File: src/include/mips_config.svh
`ifndef MIPS_CONFIG_SVH
`define MIPS_CONFIG_SVH

// Datapath and register file
`define MIPS_XLEN        32
`define MIPS_REG_BITS    5

// Memory depths in words
`define MIPS_IMEM_WORDS  64
`define MIPS_DMEM_WORDS  64

// Instruction fields
`define MIPS_OP_MSB      31
`define MIPS_RS_LSB      21
`define MIPS_RT_LSB      16
`define MIPS_RD_LSB      11
`define MIPS_SHAMT_LSB   6
`define MIPS_IMM_BITS    16

`endif
File: src/source/mips_fetch.sv
`timescale 1ns/1ps
`include "mips_config.svh"

module mips_fetch (
    input  logic                                 i_clk,
    input  logic                                 i_reset,
    input  logic                                 i_stall,
    input  logic                                 i_halt_seen,
    input  logic                                 i_branch_taken,
    input  logic [`MIPS_XLEN-1:0]                i_branch_target,
    input  logic                                 i_imem_we,
    input  logic [$clog2(`MIPS_IMEM_WORDS)-1:0]  i_imem_addr,
    input  logic [`MIPS_XLEN-1:0]                i_imem_data,
    input  logic                                 i_flush,
    output logic [`MIPS_XLEN-1:0]                o_pc,
    output logic [`MIPS_XLEN-1:0]                o_instr,
    output logic [`MIPS_XLEN-1:0]                o_pc4
);
    localparam int IMEM_AW = $clog2(`MIPS_IMEM_WORDS);

    logic [`MIPS_XLEN-1:0] imem [`MIPS_IMEM_WORDS];
    logic [`MIPS_XLEN-1:0] pc;
    logic [`MIPS_XLEN-1:0] pc4;

    assign pc4  = pc + 32'd4;
    assign o_pc = pc;

    // Load port, word addressed
    always_ff @(posedge i_clk) begin
        if (i_imem_we)
            imem[i_imem_addr] <= i_imem_data;
    end

    // Branch wins over stall and halt
    always_ff @(posedge i_clk) begin
        if (i_reset)
            pc <= '0;
        else if (i_branch_taken)
            pc <= i_branch_target;
        else if (!i_stall && !i_halt_seen)
            pc <= pc4;
    end

    // IF/ID, zero word is a nop
    always_ff @(posedge i_clk) begin
        if (i_reset || i_flush) begin
            o_instr <= '0;
        end else if (!i_stall) begin
            o_instr <= i_halt_seen ? '0 : imem[pc[IMEM_AW+1:2]];
            o_pc4   <= pc4;
        end
    end

endmodule

File: config.mk
export PLATFORM = sky130hd
export DESIGN_NAME = mips_fetch
export DESIGN_NICKNAME = d
export VERILOG_FILES = /design/src/source/mips_fetch.sv
export VERILOG_INCLUDE_DIRS = /design/src /design/src/include
export SDC_FILE = /design/constraint.sdc
export NUM_CORES = 2
export LEC_CHECK = 0
export BUFFER_PORTS_ARGS = -buffer_cell sky130_fd_sc_hd__buf_2
export CORE_MARGIN = 2
export CORE_UTILIZATION = 40
export CTS_CLUSTER_DIAMETER = 80
export DETAILED_ROUTE_END_ITERATION = 7
export GPL_ROUTABILITY_DRIVEN = 0
export PLACE_DENSITY_LB_ADDON = 0.1
export SLEW_MARGIN = 5
export SYNTH_ARGS = -nofsm -noshare
export SYNTH_HDL_FRONTEND = slang
export SYNTH_SLANG_ARGS = --single-unit
File: constraint.sdc
create_clock -name i_clk -period 4.2 [get_ports i_clk]
set_clock_uncertainty 0.05 [all_clocks]
set_input_delay 0 -clock i_clk [delete_from_list [all_inputs] [get_ports i_clk]]
set_output_delay 0 -clock i_clk [all_outputs]
set_load 0.1 [all_outputs]
==> impl_metrics.py <==
metrics = {
    "clock_tree": {
        "cts_setup_buffers": 0,
        "numCtsBuffers": 223,
        "clk_pin_slew_ns": 0.06,
        "cts_root_buf": "clkbuf_16",
        "cts_max_level": 4,
        "tritoncts": "done",
        "clkSinkCount": 2150,
        "clockBufferDepth": 3,
        "worstSkewPairLatency_ns": 0.86,
    },
    "pwr": {
        "p_clk_frac": 0.416,
        "cellInternalPower_uw": 35700,
        "irDropWorstVdd_uv": 354,
        "netSwitchingPower_uw": 10300,
        "p_comb_frac": 0.065,
        "p_leak_uw": 0.0302,
        "powerDensity_nw_per_um2": 474,
        "switching_share": 0.224,
        "seqPwrFrac": 0.519,
    },
    "route": {
        "via_per_inst": 5.82,
        "drtIter0Drc": 4942,
        "drt-total-wl_mm": 249,
        "drc": 0,
        "firstDrtPassIters": 5,
        "ant_nets": 0,
        "wl_per_cell_microns": 34.4,
        "num_vias": 42145,
    },
    "setup_path": {
        "reg2reg_depth": 8,
        "critPathLaunchType": "flop",
        "cp_max_fo": 31,
        "crit_path_end_kind": "flop",
        "crit_arrival_ns": 4.26,
        "timing.rr.end": "o_instr[10]",
        "rrSetupSlack_ns": 0.69,
        "required_ns": 4.94,
        "worstSetupPathType": "reg2reg",
    },
    "timing": {
        "max_freq_mhz": 285,
        "report.final.slew_viol_count": 0,
        "tightest_slew_ns": 1.29,
        "setup_viol": 0,
        "hold_violations": 0,
        "setup_tns_ns": 0,
        "fin_crit_ns": 3.51,
        "maxSlewHeadroom": 0.141,
        "rsz0062_at_grt": "no",
        "fin_crit_sh": 0.837,
        "setup_ws_ns": 0.687,
    },
    "die": {
        "core_sq_um": 207000,
        "die-height_microns": 459,
        "dieArea_sq_um": 211000,
        "num_rows": 167,
        "io_pins": 173,
        "die_w_microns": 459,
        "initial_utilization": 0.402,
    },
    "grt": {
        "antenna_found_initial": 13,
        "grt_pass1_vias": 42166,
        "overflow": 0,
        "track_usage": 0.236,
        "grt_max_degree": 65,
        "grt_pass1_wl_mm": 345,
    },
    "placement": {
        "dp_hpwl_mm": 138,
        "portBuffers": 172,
        "place_ws_ns": 0.725,
    },
    "finish": {
        "drive_above_1_share": 0.288,
        "syn_to_final_growth_pct": 17.0,
        "multi_input_area_sq_um": 18300,
        "nets": 4432,
        "fillers": 17091,
        "regArea_sq_um": 63900,
    },
    "synthesis": {
        "async_flop_share": 0,
        "ys.flop_type": "edfxtp_1",
        "synth_commonest_cells": "2080 x edfxtp_1, 512 x mux4_2, 142 x mux2i_1, 138 x nor2_1, 115 x nand2_1",
        "synth_warnings": 0,
        "mappedNetlistArea_sq_um": 83000,
        "avgSynthCellArea_sq_um": 21.7,
        "yosysUniqueCellTypes": 73,
        "synth_cells": 3832,
        "yosys.area.top_type": "edfxtp_1",
        "yosysTopAreaCellShare": 0.753,
        "syn-num-nets": 3910,
        "synth_seq_area_share": 0.770,
        "yosys_register_bits": 2150,
        "synth-edff-count": 2080,
        "synth_most_common_cell": "edfxtp_1",
        "synthTopCellsByArea": "edfxtp_1 75%, mux4_2 14%, mux2i_1 1.7%",
    },
    "worst_hold_path": {
        "min_from": "i_imem_we",
        "min_path_cells": 6,
        "hold_path_end": "imem[51][16]",
        "min_path_type": "in2reg",
    },
    "flow_run": {
        "drv_cap": 0,
    },
    "run_status": {
        "status": "completed",
    },
}
## layout make-up
cell class,count,share of cell area
flip-flops and latches,2150,0.658
multi-input cells,1449,0.189
clock buffers,307,0.0638
repair buffers,517,0.0451
well taps,2704,0.0349
clock inverters,103,0.00881
inverters,13,0.000529
diodes,2,0.0000516
## worst max path at each step
stage | startpoint | endpoint | cells after the start
final | flop | o_instr[10] | 8
after global routing | flop | o_instr[10] | 8
after CTS | flop | o_instr[10] | 8
after detailed placement | flop | o_instr[28] | 6
after global placement | flop | o_instr[22] | 7
after floorplan | i_imem_addr[5] | imem[48][0] | 4
## kinds of logic (layout without fill, tap and decap cells)
| family | count (synthesis) | in the layout | synth area share |
|---|---|---|---|
| other | 0 | 2 | 0 |
| adders and majority gates | 1 | 1 | 0.000151 |
| xor gates and xnor gates | 49 | 49 | 0.00517 |
| AOI/OAI and AO/OA | 267 | 267 | 0.0231 |
| buffers and inverters | 233 | 940 | 0.0160 |
| and+or+nand+nor | 453 | 453 | 0.0264 |
| muxes | 679 | 679 | 0.159 |
| DFF | 2150 | 2150 | 0.770 |
## power groups by stage
stage / logic (uW) / clock network, uW / registers, uW
after floorplan: 1500 / 0 / 24500
after global placement: 2890 / 0 / 24300
after detailed placement: 2900 / 0 / 24300
after CTS: 3020 / 19500 / 23800
after global routing: 3150 / 20200 / 23900
final: 2990 / 19100 / 23800
## layout by cell type (no fill, tap or decap), types with 50 or more instances in the layout
cell type	instances
clkbuf_1	59
buf_2	172
nand3_1	50
dlygate4sd3_1	143
mux4_2	512
nor2_4	62
buf_4	157
mux2i_1	142
nand2_1	115
nor2_1	75
dfxtp_1	65
clkbuf_16	227
edfxtp_1	2080
## worst max-delay path: stages, from the launching register on
cell and delay [ns]:
dfxtp_4 0.87, buf_12 0.28, buf_4 0.29, mux4_2 0.25
mux2i_1 0.06, o21ai_0 0.62, o211ai_1 0.26, a31oi_1 0.18
dlygate4sd3_1 0.56
## sequential cells by signal, summed over array words and instances, names as in the netlist, named ones only
signal   flops
imem      2048
o_instr     32
o_pc4       32
o_pc        32
## what timing repair did
action                                 in CTS  in global routing
hold buffers                              144                  0
gates resized for setup                     0                  0
setup endpoints to repair                   0                  0
endpoints found under the hold margin    2199                  0
## through the flow
step | cell area (sq um) | util | power [uW] | hold WS, ns | std cells
5_1_grt | 97000 | 0.470 | 47200 | 0.0945 | 7244
4_1_cts | 97000 | 0.470 | 46300 | 0.0180 | 7243
3_3_place_gp | 88500 | 0.428 | 27200 | 0.187 | 6689
6_report | 97000 | 0.470 | 46000 | 0.0965 | 7245
3_5_place_dp | 88500 | 0.428 | 27200 | 0.204 | 6689
2_1_floorplan | 83000 | - | 26000 | 0.0489 | 3832
## metal layers
| metal | GRT usage | part of all wire | vias to the layer above |
|---|---|---|---|
| met5 | 0 | 0.000080 | - |
| li1 | - | - | 17175 |
| met1 | 0.344 | 0.44 | 23026 |
| met2 | 0.377 | 0.48 | 1637 |
| met4 | 0.0530 | 0.020 | 2 |
| met3 | 0.0341 | 0.064 | 305 |
Power figures use the tool's default switching activity.
