File: config.mk
export PLATFORM = sky130hd
export DESIGN_NAME = mips_memory
export DESIGN_NICKNAME = d
export VERILOG_FILES = /design/src/source/mips_memory.sv
export VERILOG_INCLUDE_DIRS = /design/src /design/src/include
export SDC_FILE = /design/constraint.sdc
export NUM_CORES = 2
export LEC_CHECK = 0
export ABC_AREA = 0
export BUFFER_PORTS_ARGS = -buffer_cell sky130_fd_sc_hd__buf_2
export CORE_MARGIN = 1.5
export CORE_UTILIZATION = 40
export CTS_CLUSTER_DIAMETER = 30
export CTS_CLUSTER_SIZE = 12
export DETAILED_ROUTE_END_ITERATION = 8
export PLACE_DENSITY = 0.54
export SLEW_MARGIN = 20
export SYNTH_ARGS = -nofsm -noshare
export SYNTH_HDL_FRONTEND = slang
export SYNTH_SLANG_ARGS = --single-unit
File: constraint.sdc
create_clock -name i_clk -period 4.8 [get_ports i_clk]
set_input_delay 0.72 -clock i_clk [delete_from_list [all_inputs] [get_ports i_clk]]
set_output_delay 0.72 -clock i_clk [all_outputs]
set_load 0.01 [all_outputs]
File: src/include/mips_config.svh
`ifndef MIPS_CONFIG_SVH
`define MIPS_CONFIG_SVH

// Datapath and register file
`define MIPS_XLEN        32
`define MIPS_REG_BITS    5

// Memory depths in words
`define MIPS_IMEM_WORDS  64
`define MIPS_DMEM_WORDS  64

// Instruction fields
`define MIPS_OP_MSB      31
`define MIPS_RS_LSB      21
`define MIPS_RT_LSB      16
`define MIPS_RD_LSB      11
`define MIPS_SHAMT_LSB   6
`define MIPS_IMM_BITS    16

`endif
File: src/source/mips_memory.sv
`timescale 1ns/1ps
`include "mips_config.svh"

module mips_memory (
    input  logic                       i_clk,
    input  logic                       i_reset,
    input  logic [`MIPS_XLEN-1:0]      i_alu,
    input  logic [`MIPS_XLEN-1:0]      i_store_data,
    input  logic [`MIPS_REG_BITS-1:0]  i_dst,
    input  logic                       i_zero,
    input  logic [`MIPS_XLEN-1:0]      i_branch_target,
    input  logic                       i_mem_read,
    input  logic                       i_mem_write,
    input  logic                       i_reg_write,
    input  logic                       i_mem_to_reg,
    input  logic                       i_branch,
    input  logic                       i_halt,
    output logic                       o_branch_taken,
    output logic [`MIPS_XLEN-1:0]      o_branch_target,
    output logic                       o_wb_we,
    output logic [`MIPS_REG_BITS-1:0]  o_wb_addr,
    output logic [`MIPS_XLEN-1:0]      o_wb_data,
    output logic                       o_halted
);
    localparam int DMEM_AW = $clog2(`MIPS_DMEM_WORDS);

    logic [`MIPS_XLEN-1:0] dmem [`MIPS_DMEM_WORDS];
    logic [DMEM_AW-1:0]    word;
    logic [`MIPS_XLEN-1:0] alu_q, load_q;
    logic                  mem_to_reg_q, halt_q;

    assign word            = i_alu[DMEM_AW+1:2];
    assign o_branch_taken  = i_branch && i_zero;
    assign o_branch_target = i_branch_target;

    always_ff @(posedge i_clk) begin
        if (i_mem_write)
            dmem[word] <= i_store_data;
    end

    // MEM/WB
    always_ff @(posedge i_clk) begin
        if (i_reset) begin
            o_wb_we      <= 1'b0;
            mem_to_reg_q <= 1'b0;
            halt_q       <= 1'b0;
        end else begin
            o_wb_we      <= i_reg_write;
            mem_to_reg_q <= i_mem_to_reg;
            halt_q       <= i_halt;
        end
    end

    always_ff @(posedge i_clk) begin
        alu_q     <= i_alu;
        o_wb_addr <= i_dst;
        if (i_mem_read)
            load_q <= dmem[word];
    end

    assign o_wb_data = mem_to_reg_q ? load_q : alu_q;

    // Set once halt leaves MEM/WB, held until reset
    always_ff @(posedge i_clk) begin
        if (i_reset)
            o_halted <= 1'b0;
        else if (halt_q)
            o_halted <= 1'b1;
    end

endmodule

==> metrics.md <==
| Metric | Value |
|---|---|
| Startpoint type of the worst setup path | flop |
| Die span in x | 452.0 µm |
| Leakage | 32.88 nW |
| I/O Buffers | 117 |
| Total Routing Usage GR | 24.10% |
| Via count | 46200 |
| Gates resized, CTS repair | 0 |
| YS warnings | 0 |
| CTS Buf Count | 444 |
| Post-synth top flop | edfxtp_1 |
| Async set-reset flop share out of synthesis | 0% |
| Root Buffer | clkbuf_16 |
| Worst path top cell family by delay | flip-flops |
| Final setup TNS | 0 ns |
| Detailed Place HPWL | 143600 µm |
| Clock Latency Late Sink | 0.99 ns |
| Final wirelength | 248900 µm |
| Nets@finish | 4822 |
| Wire per inst | 32.19 µm |
| DRC errors left | 0 |
| Share of layout cells above drive strength 1 | 30.06% |
| Tot Pwr | 52.75 mW |
| Cell Chain, Critical Path | buf_4 -> mux2_2 -> buf_2 |
| Grt total ovfl | 0 |
| Dominant cell type by area after synthesis | edfxtp_1 |
| Vias in the first global route | 46380 |
| Num rows | 164 |
| FF/Latch Area | 63280 µm² |
| Die H | 452.0 µm |
| Syn_area_per_cell | 19.25 µm² |
| Max cap viols | 0 |
| Crit path time final | 3.428 ns |
| Clock slew at reported path FFs | 0.04 ns |
| Library cells used by synthesis | 59 |
| VDD IR max | 0.2855 mV |
| CTS sink count | 2121 |
| CORE AREA | 200100 µm² |
| Final Setup Violations | 0 |
| Unrepaired setup endpoints after global routing | no |
| Syn Inst Count | 4188 |
| Required time of the critical path | 4.08 ns |
| Sequential share of the synthesized area | 78.49% |
| Worst-margin pin slew | 1.126 ns |
| Initial antenna violation count | 19 |
| Final cell utilization of the core | 50.58% |
| DR vias/cell | 5.974 |
| Top post-synthesis cells by area | edfxtp_1 (77%), mux4_2 (4.3%), a221oi_1 (4.0%), mux2_2 (3.1%), a22oi_1 (2.1%) |
| Top Ports | 182 |
| Mapped Area | 80620 µm² |
| Wire length of the first global-routing pass | 350700 µm |
| CTS tree | built |
| Worst-path fanout max | 18 |
| Syn nets | 4298 |
| Final critical-path share of the clock period | 71.41% |
| Most frequent cells in the layout | edfxtp_1 (2080), clkbuf_16 (448), a221oi_1 (372) |
| Pins over their slew limit | 0 |
| Setup CP Type | reg -> out |
| CP max stage delay | 0.76 ns |
| Die area | 204300 µm² |
| CP Capture Type | output port |
| Synth top area share | 77.47% |
| Rel. slew slack | 24.95% |
| Filler cells | 16120 |
| Starting density of the core | 40.30% |
| Multi-input gate area | 16230 µm² |
| Final ANT Viol Nets | 0 |
| Fmax | 291.7 MHz |
| Placer Congestion | 0.8342 |
| Drt first pass iters | 6 |
| PwrDens | 521.3 nW/µm² |
| Crit path DAT | 2.71 ns |
| Outcome | completed |
| DRT iter0 DRCs | 5508 |
| Maximum number of pins on one net before global-route repair | 76 |
| H-tree depth | 5 |
| EDFF count, synth | 2080 |
| CP max stage cell | dfxtp_2 |
| Bufs on Longest Clock Path | 4 |
| Hold Path Class | in -> reg |
| Synthesis-to-finish area growth | 25.51% |
| Setup skew after layout | 0.08292 ns |
| Flops & latches, synth | 2121 |
| Buf/Inv on CP | 2 |
| Hold Vio Cnt, Final | 0 |
| Commonest non-fill, non-tap cell in the layout | edfxtp_1 |
[cell usage after synthesis, types with 3 or more instances]
cell       number
a2111oi_0      14
a211oi_1        3
a21oi_1        35
a221o_1         3
a221oi_1      372
a22o_1         18
a22oi_1       226
and2_1          4
and3_1          7
buf_1          41
buf_2          92
buf_4          43
buf_6          17
clkbuf_1      149
dfxtp_1        41
edfxtp_1     2080
inv_1           3
mux2_2        220
mux2i_1        82
mux4_2        155
nand2_1       101
nand2b_1        4
nand3_1        18
nand3b_1       20
nand4_1        31
nor2_1         77
nor2b_1        10
nor3_1         53
nor3b_1        17
o211ai_1        4
o21ai_0        29
o21ai_1         7
o221ai_1       21
o22a_1         14
o22ai_1       132
o2bb2ai_1       4
o41a_1          4
or3b_2          8
[cells by family after synthesis]
family                 Yosys count  share of synthesized area (%)
and+or+nand+nor                364                          2.281
AOI/OAI and AO/OA              897                          8.656
DFF                           2121                          78.49
muxes                          459                          8.458
buffers and inverters          347                          2.117
[per-layer routing]
metal  global-route usage [%]  wire length (µm)
met4                    7.781              7147
met5                        0                55
met2                    38.02            117200
met1                    33.91            103300
met3                    4.341             21250
[worst register-to-register path: stages (launching register included)]
cell,delay [ns]
edfxtp_1,0.36
mux4_2,0.48
a22oi_1,0.14
o21ai_0,0.16
a22oi_1,0.76
nand4_1,0.48
[registers in the layout (all words and copies together) (netlist names)]
name,cells
dmem,2048
alu_q,32
load_q,32
o_wb_addr,5
halt_q,1
mem_to_reg_q,1
o_halted,1
o_wb_we,1
[path summary, 6_finish.rpt]
path                                    from      endpoint  slack (ns)  cells after the start
worst max register to register  dmem[37][12]    load_q[12]        2.02                      5
worst min-delay path                i_alu[5]      alu_q[5]        0.15                      1
worst max-delay path            mem_to_reg_q  o_wb_data[5]        1.37                      3
worst min register to register        halt_q      o_halted        0.45                      2
[where the power goes]
group	internal, mW	total (mW)	switching, mW
logic	0.690	2.19	1.50
registers	20.6	20.7	0.0881
clock network	20.3	29.9	9.60
[layout make-up]
type / instances / area share (%)
Sequential cell: 2121 / 62.54
Tap cell: 2656 / 3.284
Clock inverter: 303 / 3.246
Timing Repair Buffer: 420 / 3.566
Inverter: 5 / 0.02844
Antenna cell: 3 / 0.007419
Clock buffer: 505 / 11.29
Multi-Input combinational cell: 1720 / 16.04
[through the flow]
| stage | hold WS, ns | instances | worst slack [ns] | instance area [µm²] |
|---|---|---|---|---|
| after floorplan | 0.4114 | 4188 | 1.073 | 80620 |
| after global placement | 0.4260 | 6887 | 0.3296 | 86110 |
| after detailed placement | 0.4430 | 6887 | 0.4827 | 86120 |
| after CTS | 0.07930 | 7730 | 1.221 | 101200 |
| after global routing | 0.1265 | 7731 | 1.261 | 101200 |
| final | 0.1459 | 7733 | 1.372 | 101200 |
[repair_timing]
item / 4_1_cts / 5_1_grt
setup buffers: 0 / 0
endpoints found under the setup margin: 0 / 0
hold buffers: 35 / 0
hold endpoints to repair: 35 / 0
Power figures use the tool's default switching activity.
