<file path="config.mk">
export PLATFORM = sky130hd
export DESIGN_NAME = mips_decode
export DESIGN_NICKNAME = d
export VERILOG_FILES = /design/src/source/mips_pkg.sv /design/src/source/mips_decode.sv
export VERILOG_INCLUDE_DIRS = /design/src /design/src/include
export SDC_FILE = /design/constraint.sdc
export NUM_CORES = 2
export LEC_CHECK = 0
export BUFFER_PORTS_ARGS = -buffer_cell sky130_fd_sc_hd__buf_2
export CAP_MARGIN = 25
export CORE_MARGIN = 1.5
export CORE_UTILIZATION = 35
export CTS_CLUSTER_SIZE = 25
export DETAILED_ROUTE_END_ITERATION = 10
export MAX_ROUTING_LAYER = met4
export PLACE_DENSITY_LB_ADDON = 0.05
export RECOVER_POWER = 25
export SLEW_MARGIN = 20
export SYNTH_ARGS = -nofsm -noshare
export SYNTH_HDL_FRONTEND = slang
export SYNTH_SLANG_ARGS = --single-unit
</file>
<file path="constraint.sdc">
create_clock -name i_clk -period 3.7 [get_ports i_clk]
set_clock_uncertainty 0.15 [all_clocks]
set_input_delay 0.37 -clock i_clk [delete_from_list [all_inputs] [get_ports i_clk]]
set_output_delay 0.37 -clock i_clk [all_outputs]
set_load 0.02 [all_outputs]
</file>
<file path="src/include/mips_config.svh">
`ifndef MIPS_CONFIG_SVH
`define MIPS_CONFIG_SVH

// Datapath and register file
`define MIPS_XLEN        32
`define MIPS_REG_BITS    5

// Memory depths in words
`define MIPS_IMEM_WORDS  64
`define MIPS_DMEM_WORDS  64

// Instruction fields
`define MIPS_OP_MSB      31
`define MIPS_RS_LSB      21
`define MIPS_RT_LSB      16
`define MIPS_RD_LSB      11
`define MIPS_SHAMT_LSB   6
`define MIPS_IMM_BITS    16

`endif
</file>
<file path="src/source/mips_pkg.sv">
package mips_pkg;

    typedef enum logic [5:0] {
        OP_RTYPE = 6'h00,
        OP_BEQ   = 6'h04,
        OP_ADDI  = 6'h08,
        OP_LW    = 6'h23,
        OP_SW    = 6'h2b,
        OP_HALT  = 6'h3f
    } opcode_e;

    typedef enum logic [5:0] {
        F_SLL  = 6'h00,
        F_ADDU = 6'h21,
        F_SUBU = 6'h23,
        F_AND  = 6'h24,
        F_OR   = 6'h25,
        F_SLT  = 6'h2a
    } funct_e;

    typedef enum logic [2:0] {
        ALU_ADD,
        ALU_SUB,
        ALU_AND,
        ALU_OR,
        ALU_SLT,
        ALU_SLL
    } alu_op_e;

    // Coarse ALU class chosen in decode, refined by funct in execute
    typedef enum logic [1:0] {
        CLS_ADD,
        CLS_SUB,
        CLS_FUNCT
    } alu_class_e;

    typedef enum logic [1:0] {
        FWD_REG,
        FWD_EXMEM,
        FWD_MEMWB
    } fwd_sel_e;

endpackage

</file>
<file path="src/source/mips_decode.sv">
`timescale 1ns/1ps
`include "mips_config.svh"

module mips_decode (
    input  logic                       i_clk,
    input  logic                       i_reset,
    input  logic [`MIPS_XLEN-1:0]      i_instr,
    input  logic [`MIPS_XLEN-1:0]      i_pc4,
    input  logic                       i_flush,
    input  logic                       i_wb_we,
    input  logic [`MIPS_REG_BITS-1:0]  i_wb_addr,
    input  logic [`MIPS_XLEN-1:0]      i_wb_data,
    input  logic [`MIPS_REG_BITS-1:0]  i_reg_sel,
    input  logic                       i_idex_mem_read,
    input  logic [`MIPS_REG_BITS-1:0]  i_idex_dst,
    output logic                       o_stall,
    output logic                       o_halt_seen,
    output logic [`MIPS_XLEN-1:0]      o_reg_data,
    output logic [`MIPS_XLEN-1:0]      o_rs_data,
    output logic [`MIPS_XLEN-1:0]      o_rt_data,
    output logic [`MIPS_XLEN-1:0]      o_imm,
    output logic [`MIPS_REG_BITS-1:0]  o_rs,
    output logic [`MIPS_REG_BITS-1:0]  o_rt,
    output logic [`MIPS_REG_BITS-1:0]  o_dst,
    output mips_pkg::alu_class_e       o_alu_class,
    output mips_pkg::funct_e           o_funct,
    output logic [`MIPS_REG_BITS-1:0]  o_shamt,
    output logic                       o_alu_src,
    output logic                       o_mem_read,
    output logic                       o_mem_write,
    output logic                       o_reg_write,
    output logic                       o_mem_to_reg,
    output logic                       o_branch,
    output logic                       o_halt,
    output logic [`MIPS_XLEN-1:0]      o_pc4
);
    import mips_pkg::*;

    localparam int NUM_REGS = 1 << `MIPS_REG_BITS;

    logic [`MIPS_XLEN-1:0]     regs [NUM_REGS];
    opcode_e                   opcode;
    logic [`MIPS_REG_BITS-1:0] rs, rt, rd, dst;
    logic [`MIPS_XLEN-1:0]     imm;
    alu_class_e                ctl_class;
    logic ctl_alu_src, ctl_mem_read, ctl_mem_write, ctl_reg_write;
    logic ctl_mem_to_reg, ctl_branch, ctl_halt;
    logic halt_q;
    logic hazard;

    // Register 0 reads zero, writeback passes straight through
    function automatic logic [`MIPS_XLEN-1:0] read_reg(input logic [`MIPS_REG_BITS-1:0] addr);
        if (addr == '0)
            return '0;
        if (i_wb_we && i_wb_addr == addr)
            return i_wb_data;
        return regs[addr];
    endfunction

    always_ff @(posedge i_clk) begin
        if (i_wb_we && i_wb_addr != '0)
            regs[i_wb_addr] <= i_wb_data;
    end

    assign opcode     = opcode_e'(i_instr[`MIPS_OP_MSB -: $bits(opcode_e)]);
    assign rs         = i_instr[`MIPS_RS_LSB +: `MIPS_REG_BITS];
    assign rt         = i_instr[`MIPS_RT_LSB +: `MIPS_REG_BITS];
    assign rd         = i_instr[`MIPS_RD_LSB +: `MIPS_REG_BITS];
    assign dst        = (opcode == OP_RTYPE) ? rd : rt;
    assign imm        = {{(`MIPS_XLEN-`MIPS_IMM_BITS){i_instr[`MIPS_IMM_BITS-1]}},
                         i_instr[`MIPS_IMM_BITS-1:0]};
    assign o_reg_data = read_reg(i_reg_sel);

    always_comb begin
        ctl_class      = CLS_ADD;
        ctl_alu_src    = 1'b0;
        ctl_mem_read   = 1'b0;
        ctl_mem_write  = 1'b0;
        ctl_reg_write  = 1'b0;
        ctl_mem_to_reg = 1'b0;
        ctl_branch     = 1'b0;
        ctl_halt       = 1'b0;
        case (opcode)
            OP_RTYPE: begin
                ctl_class     = CLS_FUNCT;
                ctl_reg_write = 1'b1;
            end
            OP_ADDI: begin
                ctl_alu_src   = 1'b1;
                ctl_reg_write = 1'b1;
            end
            OP_LW: begin
                ctl_alu_src    = 1'b1;
                ctl_mem_read   = 1'b1;
                ctl_reg_write  = 1'b1;
                ctl_mem_to_reg = 1'b1;
            end
            OP_SW: begin
                ctl_alu_src   = 1'b1;
                ctl_mem_write = 1'b1;
            end
            OP_BEQ: begin
                ctl_class  = CLS_SUB;
                ctl_branch = 1'b1;
            end
            OP_HALT: ctl_halt = 1'b1;
            default: ;
        endcase
    end

    // Load in ID/EX feeding this instruction
    assign hazard      = i_idex_mem_read && i_idex_dst != '0 &&
                         (i_idex_dst == rs || i_idex_dst == rt);
    assign o_stall     = hazard && !i_flush;
    assign o_halt_seen = halt_q || ctl_halt;

    // Halt stays seen unless an older branch annuls it
    always_ff @(posedge i_clk) begin
        if (i_reset || i_flush)
            halt_q <= 1'b0;
        else if (ctl_halt)
            halt_q <= 1'b1;
    end

    always_ff @(posedge i_clk) begin
        if (i_reset || i_flush || hazard) begin
            o_mem_read   <= 1'b0;
            o_mem_write  <= 1'b0;
            o_reg_write  <= 1'b0;
            o_mem_to_reg <= 1'b0;
            o_branch     <= 1'b0;
            o_halt       <= 1'b0;
        end else begin
            o_mem_read   <= ctl_mem_read;
            o_mem_write  <= ctl_mem_write;
            o_reg_write  <= ctl_reg_write && dst != '0;
            o_mem_to_reg <= ctl_mem_to_reg;
            o_branch     <= ctl_branch;
            o_halt       <= ctl_halt;
        end
    end

    always_ff @(posedge i_clk) begin
        o_rs_data   <= read_reg(rs);
        o_rt_data   <= read_reg(rt);
        o_imm       <= imm;
        o_rs        <= rs;
        o_rt        <= rt;
        o_dst       <= dst;
        o_alu_class <= ctl_class;
        o_funct     <= funct_e'(i_instr[5:0]);
        o_shamt     <= i_instr[`MIPS_SHAMT_LSB +: `MIPS_REG_BITS];
        o_alu_src   <= ctl_alu_src;
        o_pc4       <= i_pc4;
    end

endmodule

</file>
==> run metrics <==
status=finished, violations left; violated checks=max-capacitance violations, max-slew violations; Crit-path slowest cell=nor2_4; Fin Setup TNS=0 ps; DRT antenna net count=0; Reg with most FFs=regs; vias in the first global route=41620; pin slew with the least headroom to its limit=1558 ps; R2R Path End=o_rt_data[30]; max FFs per register=1024; final hold viol count=0; Initial Util=35.36%; vias post-DR=41090; Mapped Avg Cell Area=17.25 um2; Max-Slew Margin vs Limit=-3.846%; CTS tree=built; clock sinks=1160; input/output buffers=312; worst-path maximum fanout=14; IO Pins=313; Pwr Density=462.5 nW/um2; WP data required=3180 ps; Setup CP Type=in2out; post-layout util=42.13%; RR Startpoint=regs[28][30]; critical path cell sequence=buf_4 > buf_4 > nor2_4 > buf_12 > a22oi_1 > a21oi_1 > a221o_1 > buf_2; CP arrival=2940 ps; share of layout cells above drive strength 1=35.94%; flops & latches, synth=1160; P_leak=23.73 nW; Tmin final=3455 ps; Syn Inst Count=3436; Final Cycle Share=93.39%; GRT Resource Usage Total=30.25%; HP Class=in2reg; clk_lat worst skew=790 ps; peak supply drop=0.5056 mV; worst reg2reg path depth=5; Gates resized, CTS repair=0; CP bufs+invs=4; Final nets=4054; Num CTS Buffers=140; Routed WL=256200 um; Hold Startpoint=i_pc4[7]; clock root buffer master=clkbuf_16; level count of the clock H-tree=4; Die Ht=414.5 um; Via density=6.544; unrepaired setup endpoints after global routing=no; CP delay by family, top=buffers and inverters; wire length per cell=40.79 um; Top cell by count, worst path=buf_4; Critical Path Max Stage Delay=840 ps; R2R setup slack=1390 ps; Residual DRC=0; number of synthesized flops with an enable pin=1024; Main synth FF type=edfxtp_1; startpoint types=primary input; post-synth cell types=63; Min-Delay Endpoint=o_pc4[7]; post-place setup slack=241.1 ps; clock-pin slew on the worst setup and hold paths=60 ps; CP endpoint kind=output port; DRT Pass-1 Iters=8; pins over their slew limit=108; Hold Path Depth=2; first-pass GRT wire length=348400 um; Synth warnings=0; Final Worst Setup Slack=244.7 ps; initial antenna violation count=24; mapped cell area=59270 um2; core box area=167600 um2; post-synthesis sequential area ratio=56.47%; DR iter-0 viols=5437; gp weighted congestion=0.8686; number of max-cap violations=4; fmax=289.4 MHz; Die Wd=414.5 um; full die area=171800 um2; ys async rst share=0%; Row Count=150; Area Growth Syn to Fin=19.13%; maximum clock insertion buffer count=3; final count of negative-setup-slack endpoints=0; Remaining Overflow, GRT=0; largest net degree at the start of global routing=80; DP HPWL=156100 um
==> worst reg2reg max path, cell delays in order, from the launching register on <==
cell	delay (ps)
edfxtp_1	410
mux4_2	480
a22o_1	230
a211oi_1	400
a21oi_1	170
a22o_1	330
==> layout by cell type (no fill, tap or decap), drive strengths merged, types with 4 or more instances in the layout <==
cell type / n
or3b: 4
xnor2: 13
nor2: 59
a21oi: 89
mux2: 5
a221o: 14
dfxtp: 136
a221oi: 18
clkinv: 32
or3: 5
mux2i: 295
conb: 32
a22oi: 176
edfxtp: 1024
and2: 9
nor3: 17
o22ai: 71
a32o: 42
xor2: 12
nand3: 38
mux4: 629
nand2: 106
clkbuf: 228
nor2b: 17
a31oi: 9
dlygate4sd3: 104
a22o: 46
nand4: 10
a2111oi: 11
bufinv: 5
o22a: 10
a211oi: 73
o211ai: 15
and3: 8
o21ai: 41
inv: 11
diode: 28
buf: 553
o221ai: 52
==> area by class of cell <==
class,instances,area [um2]
Clock buffer,203,4106
Tap cell,2204,2758
Sequential cell,1160,33470
Inverter,2,7.507
Clock inverter,49,412.9
Fill cell,14900,96990
Timing Repair Buffer,682,5544
Multi-Input combinational cell,1952,24240
Antenna cell,28,70.07
==> where the power goes <==
| group | switching (mW) | total [mW] | internal [mW] |
|---|---|---|---|
| registers | 0.151 | 14.7 | 14.6 |
| logic | 2.56 | 4.20 | 1.64 |
| clock network | 5.69 | 13.8 | 8.06 |
==> logic make-up (layout without fill, tap and decap cells) <==
| group | after synthesis | count (layout) | share of synthesized area (%) |
|---|---|---|---|
| buf+inv | 355 | 936 | 3.418 |
| compound gates | 678 | 678 | 8.442 |
| flops | 1160 | 1160 | 56.47 |
| other cells | 1 | 60 | 0.006327 |
| mux | 929 | 929 | 28.98 |
| simple gates | 288 | 288 | 2.312 |
| xor+xnor | 25 | 25 | 0.3694 |
==> routing by layer <==
layer / vias up / global-route usage [%] / part of all wire (%)
met3: 581 / 5.689 / 8.2
met4: 0 / 14.27 / 5.0
met1: 22090 / 38.60 / 40
met2: 2565 / 46.68 / 47
li1: 15860 / - / -
met5: - / - / 0
==> cell usage after synthesis (all sizes together) (4+ instances only) <==
cell / count / area share (%)
edfxtp: 1024 / 52
mux4: 629 / 24
mux2i: 295 / 5.0
buf: 221 / 2.6
a22oi: 176 / 2.2
dfxtp: 136 / 4.6
clkbuf: 132 / 0.84
nand2: 106 / 0.67
a21oi: 89 / 0.75
a211oi: 73 / 0.92
o22ai: 71 / 0.75
nor2: 59 / 0.38
o221ai: 52 / 0.77
a22o: 46 / 0.68
a32o: 42 / 0.71
o21ai: 41 / 0.35
nand3: 38 / 0.32
a221oi: 18 / 0.27
nor2b: 17 / 0.18
nor3: 17 / 0.15
o211ai: 15 / 0.19
a221o: 14 / 0.24
xnor2: 13 / 0.19
xor2: 12 / 0.18
a2111oi: 11 / 0.19
nand4: 10 / 0.11
o22a: 10 / 0.15
a31oi: 9 / 0.095
and2: 9 / 0.095
and3: 8 / 0.084
mux2: 5 / 0.095
or3: 5 / 0.053
or3b: 4 / 0.059
==> what timing repair did <==
action	in CTS	in global routing
endpoints found under the hold margin	1046	0
hold buffers	104	0
setup buffers	0	0
==> worst max path at each step <==
stage | from | to | slack (ps) | cells past startpoint
floorplan | i_wb_we | regs[12][0] | 770 | 4
global placement | i_reg_sel[4] | o_reg_data[15] | 260 | 8
detailed placement | i_reg_sel[0] | o_reg_data[15] | 240 | 9
CTS | i_reg_sel[0] | o_reg_data[15] | 240 | 9
global route | i_wb_data[0] | o_reg_data[0] | 90 | 5
finish | i_reg_sel[2] | o_reg_data[5] | 240 | 8
==> metrics by stage <==
| stage | area [um2] | instances | power, mW | hold slack [ps] |
|---|---|---|---|---|
| finish | 70610 | 6280 | 32.66 | 54.65 |
| global route | 70600 | 6278 | 33.57 | 40.28 |
| CTS | 70570 | 6252 | 32.89 | 7.834 |
| detailed placement | 65010 | 5896 | 19.07 | 323.6 |
| global placement | 65010 | 5896 | 19.06 | 321.7 |
| floorplan | 59390 | 3467 | 17.28 | 247.7 |
(Power assumes the default switching activity.)
